**src/hdl/i2c_pkg.sv**
```systemverilog
`default_nettype none

package i2c_pkg;

    // ========================================================================
    // bus timing
    // ========================================================================
    localparam int SYS_CLK_HZ = 50_000_000;
    localparam int SCL_HZ     = 400_000;
    localparam int SCL_DIV    = SYS_CLK_HZ / SCL_HZ;   // 125 clocks per scl period
    localparam int CNT_W      = 16;

    localparam logic [CNT_W-1:0] SCL_FALL_AT    = CNT_W'(SCL_DIV / 2);
    localparam logic [CNT_W-1:0] SAMPLE_HIGH_AT = CNT_W'(SCL_DIV / 4 - 1);
    localparam logic [CNT_W-1:0] SAMPLE_LOW_AT  = CNT_W'(SCL_DIV * 3 / 4);

    // byte framing: 16 half-bits of data, 2 for the ack
    localparam int         BITS_PER_BYTE = 8;
    localparam logic [4:0] ACK_SLOT      = 5'd17;

    // ========================================================================
    // types
    // ========================================================================
    typedef enum logic [3:0] {
        IDLE,
        W_START,     // start before the device address
        R_START,     // repeated start of a random read
        D_ADDR_W,
        D_ADDR_R,
        W_ADDR,      // word address, one or two bytes
        WR_DATA,
        RD_DATA,
        STOP
    } i2c_state_e;

    typedef struct packed {
        logic [6:0]  dev_addr;
        logic [15:0] word_addr;      // high byte goes first
        logic        two_byte_addr;
        logic [7:0]  num_bytes_m1;
    } i2c_req_t;

    typedef struct packed {
        logic [6:0] addr;
        logic       rw;              // 1 = read
    } i2c_addr_byte_t;

    typedef union packed {
        logic [7:0]     data;
        i2c_addr_byte_t dev;
    } i2c_byte_u;

    typedef struct packed {
        logic scl;
        logic sample_high;           // middle of scl high
        logic sample_low;            // middle of scl low
    } i2c_tick_t;

    typedef struct packed {
        i2c_state_e state;
        logic [4:0] half_bit;        // 0..17
        logic       last_rd;
        i2c_byte_u  tx_byte;
    } i2c_phase_t;

endpackage

`default_nettype wire

```
**src/hdl/i2c_bit_engine.sv**
```systemverilog
`timescale 1ns/1ns
`default_nettype none

module i2c_bit_engine import i2c_pkg::*; (
    input  wire logic       clk,
    input  wire logic       rst_n,
    input  i2c_phase_t      phase_i,
    input  i2c_tick_t       tick_i,
    input  wire logic       sda_i,
    output logic            sda_o,
    output logic            sda_en_o,
    output logic [7:0]      rdata_o,
    output logic            rvalid_o
);

    logic [7:0] shift_q;
    logic       in_data;            // before the ack slot
    logic       rd_byte_done;

    assign in_data      = phase_i.half_bit < 5'(2 * BITS_PER_BYTE);
    assign rd_byte_done = (phase_i.state == RD_DATA) && tick_i.sample_low
                          && (phase_i.half_bit == 5'(2 * BITS_PER_BYTE));

    // ========================================================================
    // sda driver
    // ========================================================================
    always_ff @(posedge clk or negedge rst_n) begin
        if (!rst_n) begin
            sda_o    <= 1'b1;
            sda_en_o <= 1'b0;
        end else begin
            case (phase_i.state)
                W_START: begin
                    if (tick_i.sample_high) begin   // sda falls while scl high
                        sda_o    <= 1'b0;
                        sda_en_o <= 1'b1;
                    end
                end
                R_START: begin
                    if (tick_i.sample_low) begin    // let the line go high first
                        sda_o    <= 1'b1;
                        sda_en_o <= 1'b0;
                    end else if (tick_i.sample_high) begin
                        sda_o    <= 1'b0;
                        sda_en_o <= 1'b1;
                    end
                end
                D_ADDR_W, D_ADDR_R, W_ADDR, WR_DATA: begin
                    if (tick_i.sample_low) begin
                        if (in_data) begin
                            // msb first, ~index maps 0..7 to bit 7..0
                            sda_o    <= phase_i.tx_byte.data[~phase_i.half_bit[3:1]];
                            sda_en_o <= 1'b1;
                        end else begin
                            sda_o    <= 1'b1;       // slave owns the ack slot
                            sda_en_o <= 1'b0;
                        end
                    end
                end
                RD_DATA: begin
                    if (tick_i.sample_low) begin
                        if (in_data) begin
                            sda_o    <= 1'b1;
                            sda_en_o <= 1'b0;
                        end else begin
                            sda_o    <= phase_i.last_rd;  // nack the final byte
                            sda_en_o <= 1'b1;
                        end
                    end
                end
                STOP: begin
                    if (tick_i.sample_low) begin
                        sda_o    <= 1'b0;
                        sda_en_o <= 1'b1;
                    end else if (tick_i.sample_high) begin
                        sda_o    <= 1'b1;           // rising sda with scl high
                        sda_en_o <= 1'b0;
                    end
                end
                default: begin
                    sda_o    <= 1'b1;
                    sda_en_o <= 1'b0;
                end
            endcase
        end
    end

    // ========================================================================
    // read path
    // ========================================================================
    always_ff @(posedge clk) begin
        if ((phase_i.state == RD_DATA) && tick_i.sample_high && in_data)
            shift_q <= {shift_q[6:0], sda_i};
        if (rd_byte_done)
            rdata_o <= shift_q;
    end

    always_ff @(posedge clk or negedge rst_n) begin
        if (!rst_n)
            rvalid_o <= 1'b0;
        else
            rvalid_o <= rd_byte_done;  // one pulse per byte
    end

endmodule

`default_nettype wire

```
**src/hdl/i2c_master_top.sv**
```systemverilog
`timescale 1ns/1ns
`default_nettype none

module i2c_master_top import i2c_pkg::*; (
    input  wire logic       clk,
    input  wire logic       rst_n,

    // host side
    input  wire logic       wen_i,
    input  wire logic       ren_i,
    input  i2c_req_t        req_i,
    input  wire logic [7:0] wdata_i,
    output logic            wvalid_o,
    output logic [7:0]      rdata_o,
    output logic            rvalid_o,

    // i2c bus, sda open drain
    output logic            scl_o,
    input  wire logic       sda_i,
    output logic            sda_o,
    output logic            sda_en_o,

    output logic            done_o,
    output logic            error_o
);

    logic       busy;
    i2c_tick_t  tick;
    i2c_phase_t phase;

    i2c_scl_gen scl_gen_i (
        .clk      (clk),
        .rst_n    (rst_n),
        .busy_i   (busy),
        .tick_o   (tick)
    );

    i2c_seq_fsm seq_fsm_i (
        .clk      (clk),
        .rst_n    (rst_n),
        .wen_i    (wen_i),
        .ren_i    (ren_i),
        .req_i    (req_i),
        .wdata_i  (wdata_i),
        .sda_i    (sda_i),
        .tick_i   (tick),
        .phase_o  (phase),
        .busy_o   (busy),
        .done_o   (done_o),
        .error_o  (error_o),
        .wvalid_o (wvalid_o)
    );

    i2c_bit_engine bit_engine_i (
        .clk      (clk),
        .rst_n    (rst_n),
        .phase_i  (phase),
        .tick_i   (tick),
        .sda_i    (sda_i),
        .sda_o    (sda_o),
        .sda_en_o (sda_en_o),
        .rdata_o  (rdata_o),
        .rvalid_o (rvalid_o)
    );

    assign scl_o = tick.scl;

endmodule

`default_nettype wire

```
**src/hdl/i2c_scl_gen.sv**
```systemverilog
`timescale 1ns/1ns
`default_nettype none

module i2c_scl_gen import i2c_pkg::*; (
    input  wire logic      clk,
    input  wire logic      rst_n,
    input  wire logic      busy_i,
    output i2c_tick_t      tick_o
);

    logic [CNT_W-1:0] cnt_q;

    // ========================================================================
    // divider, parked at zero when no transfer runs
    // ========================================================================
    always_ff @(posedge clk or negedge rst_n) begin
        if (!rst_n) begin
            cnt_q <= '0;
        end else if (!busy_i) begin
            cnt_q <= '0;
        end else if (cnt_q == CNT_W'(SCL_DIV - 1)) begin
            cnt_q <= '0;
        end else begin
            cnt_q <= cnt_q + 1'b1;
        end
    end

    // scl high for the first half of the period, low for the second
    always_ff @(posedge clk or negedge rst_n) begin
        if (!rst_n) begin
            tick_o.scl <= 1'b1;
        end else if (!busy_i) begin
            tick_o.scl <= 1'b1;
        end else if (cnt_q == SCL_FALL_AT) begin
            tick_o.scl <= 1'b0;
        end else if (cnt_q == '0) begin
            tick_o.scl <= 1'b1;
        end
    end

    // one-cycle strobes at the quarter points
    always_ff @(posedge clk or negedge rst_n) begin
        if (!rst_n) begin
            tick_o.sample_high <= 1'b0;
            tick_o.sample_low  <= 1'b0;
        end else begin
            tick_o.sample_high <= busy_i && (cnt_q == SAMPLE_HIGH_AT);
            tick_o.sample_low  <= busy_i && (cnt_q == SAMPLE_LOW_AT);
        end
    end

endmodule

`default_nettype wire

```
**src/hdl/i2c_seq_fsm.sv**
```systemverilog
`timescale 1ns/1ns
`default_nettype none

module i2c_seq_fsm import i2c_pkg::*; (
    input  wire logic       clk,
    input  wire logic       rst_n,
    input  wire logic       wen_i,
    input  wire logic       ren_i,
    input  i2c_req_t        req_i,
    input  wire logic [7:0] wdata_i,
    input  wire logic       sda_i,
    input  i2c_tick_t       tick_i,
    output i2c_phase_t      phase_o,
    output logic            busy_o,
    output logic            done_o,
    output logic            error_o,
    output logic            wvalid_o
);

    i2c_state_e state_q, state_d;
    logic [4:0] half_bit_q;
    logic       is_wr_q;            // latched at start, write wins over read
    logic       hi_pend_q;          // high word-address byte still to send
    logic [7:0] left_q;             // data bytes after the current one
    logic       in_byte;
    logic       byte_end;
    logic       ack;
    logic       start;
    i2c_byte_u  tx_byte;

    assign start    = (state_q == IDLE) && (wen_i || ren_i);
    assign in_byte  = state_q inside {D_ADDR_W, D_ADDR_R, W_ADDR, WR_DATA, RD_DATA};
    assign byte_end = in_byte && tick_i.sample_high && (half_bit_q == ACK_SLOT);
    assign ack      = !sda_i;       // slave pulls low to acknowledge
    assign busy_o   = (state_q != IDLE);

    // ========================================================================
    // next state
    // ========================================================================
    always_comb begin
        state_d = state_q;
        case (state_q)
            IDLE: begin
                if (start)
                    state_d = W_START;
            end
            W_START: begin
                if (tick_i.sample_high)
                    state_d = D_ADDR_W;
            end
            R_START: begin
                if (tick_i.sample_high)
                    state_d = D_ADDR_R;
            end
            D_ADDR_W: begin
                if (byte_end)
                    state_d = ack ? W_ADDR : IDLE;
            end
            D_ADDR_R: begin
                if (byte_end)
                    state_d = ack ? RD_DATA : IDLE;
            end
            W_ADDR: begin
                if (byte_end) begin
                    if (!ack)
                        state_d = IDLE;
                    else if (hi_pend_q)
                        state_d = W_ADDR;   // low byte follows
                    else if (is_wr_q)
                        state_d = WR_DATA;
                    else
                        state_d = R_START;
                end
            end
            WR_DATA: begin
                if (byte_end) begin
                    if (!ack)
                        state_d = IDLE;
                    else
                        state_d = (left_q != '0) ? WR_DATA : STOP;
                end
            end
            RD_DATA: begin
                if (byte_end)
                    state_d = (left_q != '0) ? RD_DATA : STOP;
            end
            STOP: begin
                if (tick_i.sample_high)
                    state_d = IDLE;
            end
            default: state_d = IDLE;
        endcase
    end

    always_ff @(posedge clk or negedge rst_n) begin
        if (!rst_n)
            state_q <= IDLE;
        else
            state_q <= state_d;
    end

    // half-bit position, one step per strobe
    always_ff @(posedge clk or negedge rst_n) begin
        if (!rst_n) begin
            half_bit_q <= '0;
        end else if (!in_byte) begin
            half_bit_q <= '0;
        end else if (tick_i.sample_high || tick_i.sample_low) begin
            half_bit_q <= (half_bit_q == ACK_SLOT) ? 5'd0 : half_bit_q + 5'd1;
        end
    end

    // ========================================================================
    // byte counters
    // ========================================================================
    always_ff @(posedge clk or negedge rst_n) begin
        if (!rst_n) begin
            is_wr_q   <= 1'b0;
            hi_pend_q <= 1'b0;
            left_q    <= '0;
        end else if (start) begin
            is_wr_q   <= wen_i;
            hi_pend_q <= req_i.two_byte_addr;
            left_q    <= req_i.num_bytes_m1;
        end else if (byte_end) begin
            if (state_q == W_ADDR)
                hi_pend_q <= 1'b0;
            if ((state_q inside {WR_DATA, RD_DATA}) && (left_q != '0))
                left_q <= left_q - 8'd1;
        end
    end

    // byte on the wire for the transmit states
    always_comb begin
        tx_byte.dev.addr = req_i.dev_addr;
        tx_byte.dev.rw   = (state_q == D_ADDR_R);
        if (state_q == W_ADDR)
            tx_byte.data = hi_pend_q ? req_i.word_addr[15:8] : req_i.word_addr[7:0];
        else if (state_q == WR_DATA)
            tx_byte.data = wdata_i;
    end

    assign phase_o.state    = state_q;
    assign phase_o.half_bit = half_bit_q;
    assign phase_o.last_rd  = (state_q == RD_DATA) && (left_q == '0);
    assign phase_o.tx_byte  = tx_byte;

    // ========================================================================
    // host strobes
    // ========================================================================
    always_ff @(posedge clk or negedge rst_n) begin
        if (!rst_n) begin
            done_o   <= 1'b0;
            error_o  <= 1'b0;
            wvalid_o <= 1'b0;
        end else begin
            done_o   <= (state_q == STOP) && tick_i.sample_high;
            error_o  <= byte_end && !ack && (state_q != RD_DATA);  // no stop after a nack
            wvalid_o <= byte_end && ack && (state_q == WR_DATA);
        end
    end

endmodule

`default_nettype wire

```
**config.mk**
```make
export PLATFORM = sky130hd
export DESIGN_NAME = i2c_master_top
export DESIGN_NICKNAME = d
export VERILOG_FILES = /design/src/hdl/i2c_pkg.sv /design/src/hdl/i2c_bit_engine.sv /design/src/hdl/i2c_master_top.sv /design/src/hdl/i2c_scl_gen.sv /design/src/hdl/i2c_seq_fsm.sv
export SDC_FILE = /design/constraint.sdc
export NUM_CORES = 1
export LEC_CHECK = 0
export ABC_AREA = 1
export BUFFER_PORTS_ARGS = -buffer_cell sky130_fd_sc_hd__buf_2
export CORE_MARGIN = 8
export CORE_UTILIZATION = 51
export CTS_CLUSTER_SIZE = 25
export DETAILED_ROUTE_END_ITERATION = 7
export HOLD_SLACK_MARGIN = 0.02
export PLACE_DENSITY = 0.84
export SYNTH_ARGS = -nofsm -noshare
export SYNTH_HDL_FRONTEND = slang
export SYNTH_SLANG_ARGS = --single-unit
```
**constraint.sdc**
```tcl
create_clock -name clk -period 1.8 [get_ports clk]
set_clock_uncertainty 0.15 [all_clocks]
set_input_delay 0.18 -clock clk [delete_from_list [all_inputs] [get_ports clk]]
set_output_delay 0.18 -clock clk [all_outputs]
set_load 0.02 [all_outputs]
```
==> impl_metrics.csv <==
group,metric,value,unit
worst_setup_path,cp-end-kind,"register",
clocking,cts-root-buf,"sky130_fd_sc_hd__clkbuf_8",
synth,yosys_register_bits,60,
hold_path,min_delay_path_depth,5,
timing,worst-slew-pin-transition,0.572,ns
clocking,cts_tree,"yes",
die,initial_core_util,0.518,
die,floorplan.die.width,98.1,µm
timing,slew_headroom,0.619,
worst_setup_path,depth_of_the_worst_register_to_register_path,13,
timing,fmaxAchievable,0.521,GHz
placement,dp_hpwl,6.54,mm
status,outcome,"complete, but fails checks",
hold_path,hp-start,"req_i[1]",
timing,layout_setup_ws,-0.121,ns
clocking,clk_pin_slew,0.07,ns
global_routing,grt_max_degree,45,
worst_setup_path,worstSetupStartpointType,"register",
die,io_pins,60,
timing,finalSetupViolations,14,
global_routing,antenna_found_initial,0,
synth,synth_cell_types,37,
finish,layout.nets,624,
power_and_ir_drop,power_leakage,2.31,nW
route,detail_route.drc_violations,0,
timing,period_minus_slack,1.92,ns
route,dr_wl_met3,765,µm
synth,ys_dominant_reg_cell,"sky130_fd_sc_hd__dfrtp_1",
worst_setup_path,r2r_slack,-0.12,ns
global_routing,grt-ovfl-total,0,
worst_setup_path,worst-setup-path-type,"reg -> reg",
placement,finalWeightedCongestion,0.986,
route,route.layer.met1.wl,3.95,mm
hold_path,worstHoldPathType,"in -> reg",
global_routing,grt_pass1_wl,15.8,mm
synth,syn-cell-area,3440,µm²
route,detail_route.first_pass.iterations,5,
timing,final.hold.worst_slack,0.0395,ns
worst_setup_path,crit_arrival,2.04,ns
route,post_dr_vias_cell,5.54,
synth,synth_warnings,0,
finish,final.fill_count,449,
placement,port_buffers,59,
finish,area_growth,40.0,%
power_and_ir_drop,powerDensity,1420,nW/µm²
finish,final_layout_size_suffix_gt1_frac,0.351,
run,cap_viol_max_count,0,
timing,rsz0062_at_grt,"true",
power_and_ir_drop,report.power.total,0.00683,W
clocking,numClockSinks,60,
power_and_ir_drop,ir_worst_vdd,0.859,mV
clocking,worstSkewPairLatency,0.35,ns
route,routed_wirelength,10.2,mm
route,highest-signal-layer,"met4",
synth,synth_top_cell_area_share,0.306,
synth,synthesis.area_per_instance,7.81,µm²
route,detailed_route_wire_length_per_cell,15.5,µm
finish,design_area,4810,µm²
die,fp.dieArea,9630,µm²
synth,synth_edf_count,16,
synth,syn-num-nets,493,
worst_setup_path,worst-endpoint-required,1.92,ns
synth,dominant_cell_by_count_in_the_synthesized_netlist,"sky130_fd_sc_hd__nand2_1",
worst_setup_path,critical_path_peak_fanout,2,
route,route.met2.wl,5.17,mm
synth,synth_area_leaders,"sky130_fd_sc_hd__dfrtp_1, sky130_fd_sc_hd__edfxtp_1, sky130_fd_sc_hd__nand2_1",
timing,finalHoldViolCount,0,
timing,fin_setup_tns,-0.470,ns
worst_setup_path,r2r_end,"seq_fsm_i.left_q[4]",
finish,multi_input_comb_area,1820,µm²
route,routed-via-count,3634,
global_routing,grt.total_usage,0.202,
route,detail-route-antenna-nets,0,
die,core_area,6640,µm²
worst_setup_path,regToRegStartpoint,"seq_fsm_i.left_q[0]",
die,fp-row-count,30,
placement,placedInstanceArea,4160,µm²
timing,period_share,1.07,
route,first_drt_iteration_drcs,265,
finish,diode_insertion_count_for_antenna_repair,0,
finish,post-route-util,0.725,
clocking,cts-htree-levels,3,
hold_path,worst_hold_path.endpoint,"seq_fsm_i.left_q[1]",
status,violations,"negative setup slack",
global_routing,number_of_global_route_vias_before_repair,3432,
clocking,cts_inserted_buffers,9,
die,die_h,98.1,µm
worst_setup_path,timing.critical_path.from,"seq_fsm_i.left_q[0]",
synth,synth-seq-area-share,0.461,
synth,netlist_top_cells_count,"sky130_fd_sc_hd__nand2_1, sky130_fd_sc_hd__nor2_1, sky130_fd_sc_hd__inv_1, sky130_fd_sc_hd__dfrtp_1, sky130_fd_sc_hd__nand3_1",
synth,async_flop_share,0.733,
synth,post_synth_inst_count,440,
clocking,maximum_buffer_depth_of_the_clock_tree,2,
synth,yosysTopAreaCell,"sky130_fd_sc_hd__dfrtp_1",
timing,timing_max_transition_violations_final,0,
finish,regArea,1590,µm²
-- cell type report --
cell class,instances,share of cell area
tap,80,0.0208
inverter,59,0.0478
clock inverter,5,0.0210
sequential,60,0.330
timing repair buffer,124,0.175
multi-input combinational,317,0.378
clock buffer,11,0.0273
-- placed cells by master (no fill, tap or decap), types with 8 or more instances in the layout --
master and count:
sky130_fd_sc_hd__inv_1 45, sky130_fd_sc_hd__nand2_1 96, sky130_fd_sc_hd__edfxtp_1 16, sky130_fd_sc_hd__a21oi_1 18
sky130_fd_sc_hd__buf_2 59, sky130_fd_sc_hd__o21ai_1 12, sky130_fd_sc_hd__o21ai_0 19, sky130_fd_sc_hd__dfrtp_1 37
sky130_fd_sc_hd__dlygate4sd3_1 8, sky130_fd_sc_hd__nor2_2 11, sky130_fd_sc_hd__buf_4 51, sky130_fd_sc_hd__nand3_1 36
sky130_fd_sc_hd__inv_2 10, sky130_fd_sc_hd__nor2_1 41, sky130_fd_sc_hd__clkbuf_8 9, sky130_fd_sc_hd__nor3_1 10
-- critical path, stage by stage (launching register included) --
cell	delay [ns]
sky130_fd_sc_hd__dfrtp_1	0.37
sky130_fd_sc_hd__inv_2	0.07
sky130_fd_sc_hd__ha_4	0.17
sky130_fd_sc_hd__inv_4	0.05
sky130_fd_sc_hd__nor2_4	0.04
sky130_fd_sc_hd__buf_4	0.13
sky130_fd_sc_hd__buf_4	0.12
sky130_fd_sc_hd__buf_4	0.13
sky130_fd_sc_hd__nand2_1	0.06
sky130_fd_sc_hd__xor2_1	0.21
sky130_fd_sc_hd__nand2_1	0.12
sky130_fd_sc_hd__nand2_1	0.07
sky130_fd_sc_hd__nand2_1	0.05
sky130_fd_sc_hd__o21ai_1	0.11
-- metal layers --
layer,track usage,up-vias
met2,0.354,177
met4,0.0695,0
met5,0,-
met1,0.228,1704
met3,0.0605,33
li1,-,1720
-- where the power goes --
part / internal [W] / switching (W)
Sequential: 0.00164 / 0.000242
Clock: 0.000916 / 0.000543
Combinational: 0.00146 / 0.00203
Total: 0.00401 / 0.00281
-- registers in the layout, indices dropped and copies added (netlist names), 3 cells and up --
| signal | count |
|---|---|
| seq_fsm_i.half_bit_q | 5 |
| scl_gen_i.cnt_q | 16 |
| seq_fsm_i.state_q | 4 |
| bit_engine_i.rdata_o | 8 |
| bit_engine_i.shift_q | 8 |
| scl_gen_i.tick_o | 3 |
| seq_fsm_i.left_q | 8 |
-- logic make-up (layout without fill, tap and decap cells) --
logic type      after synthesis  count (layout)  synth area share
simple gates                231             231             0.302
flops                        60              60             0.461
xor+xnor                      6               6            0.0153
fa+ha+maj                     8               8            0.0291
buf+inv                      64             199            0.0742
compound gates               71              72             0.119
-- what timing repair did --
item | in CTS | in global routing
endpoints found under the hold margin | 50 | 0
gates resized for setup | 24 | 59
hold buffers | 8 | 0
gates cloned | 1 | 0
setup endpoints to repair | 24 | 42
pin swaps | 9 | 20
buffers inserted | 3 | 11
-- through the flow --
step | cells | setup slack, ns
2_1_floorplan | 440 | -0.0705
3_3_place_gp | 617 | -0.0228
3_5_place_dp | 617 | -0.120
4_1_cts | 645 | -0.0395
5_1_grt | 656 | -0.185
6_report | 656 | -0.121
-- worst max-delay path by stage --
stage and to:
3_3_place_gp seq_fsm_i.left_q[6], 2_1_floorplan seq_fsm_i.left_q[4], 3_5_place_dp seq_fsm_i.left_q[6], 5_1_grt seq_fsm_i.left_q[4]
4_1_cts seq_fsm_i.left_q[4], 6_report seq_fsm_i.left_q[4]
Note: power is estimated with default switching activity, not from simulation.
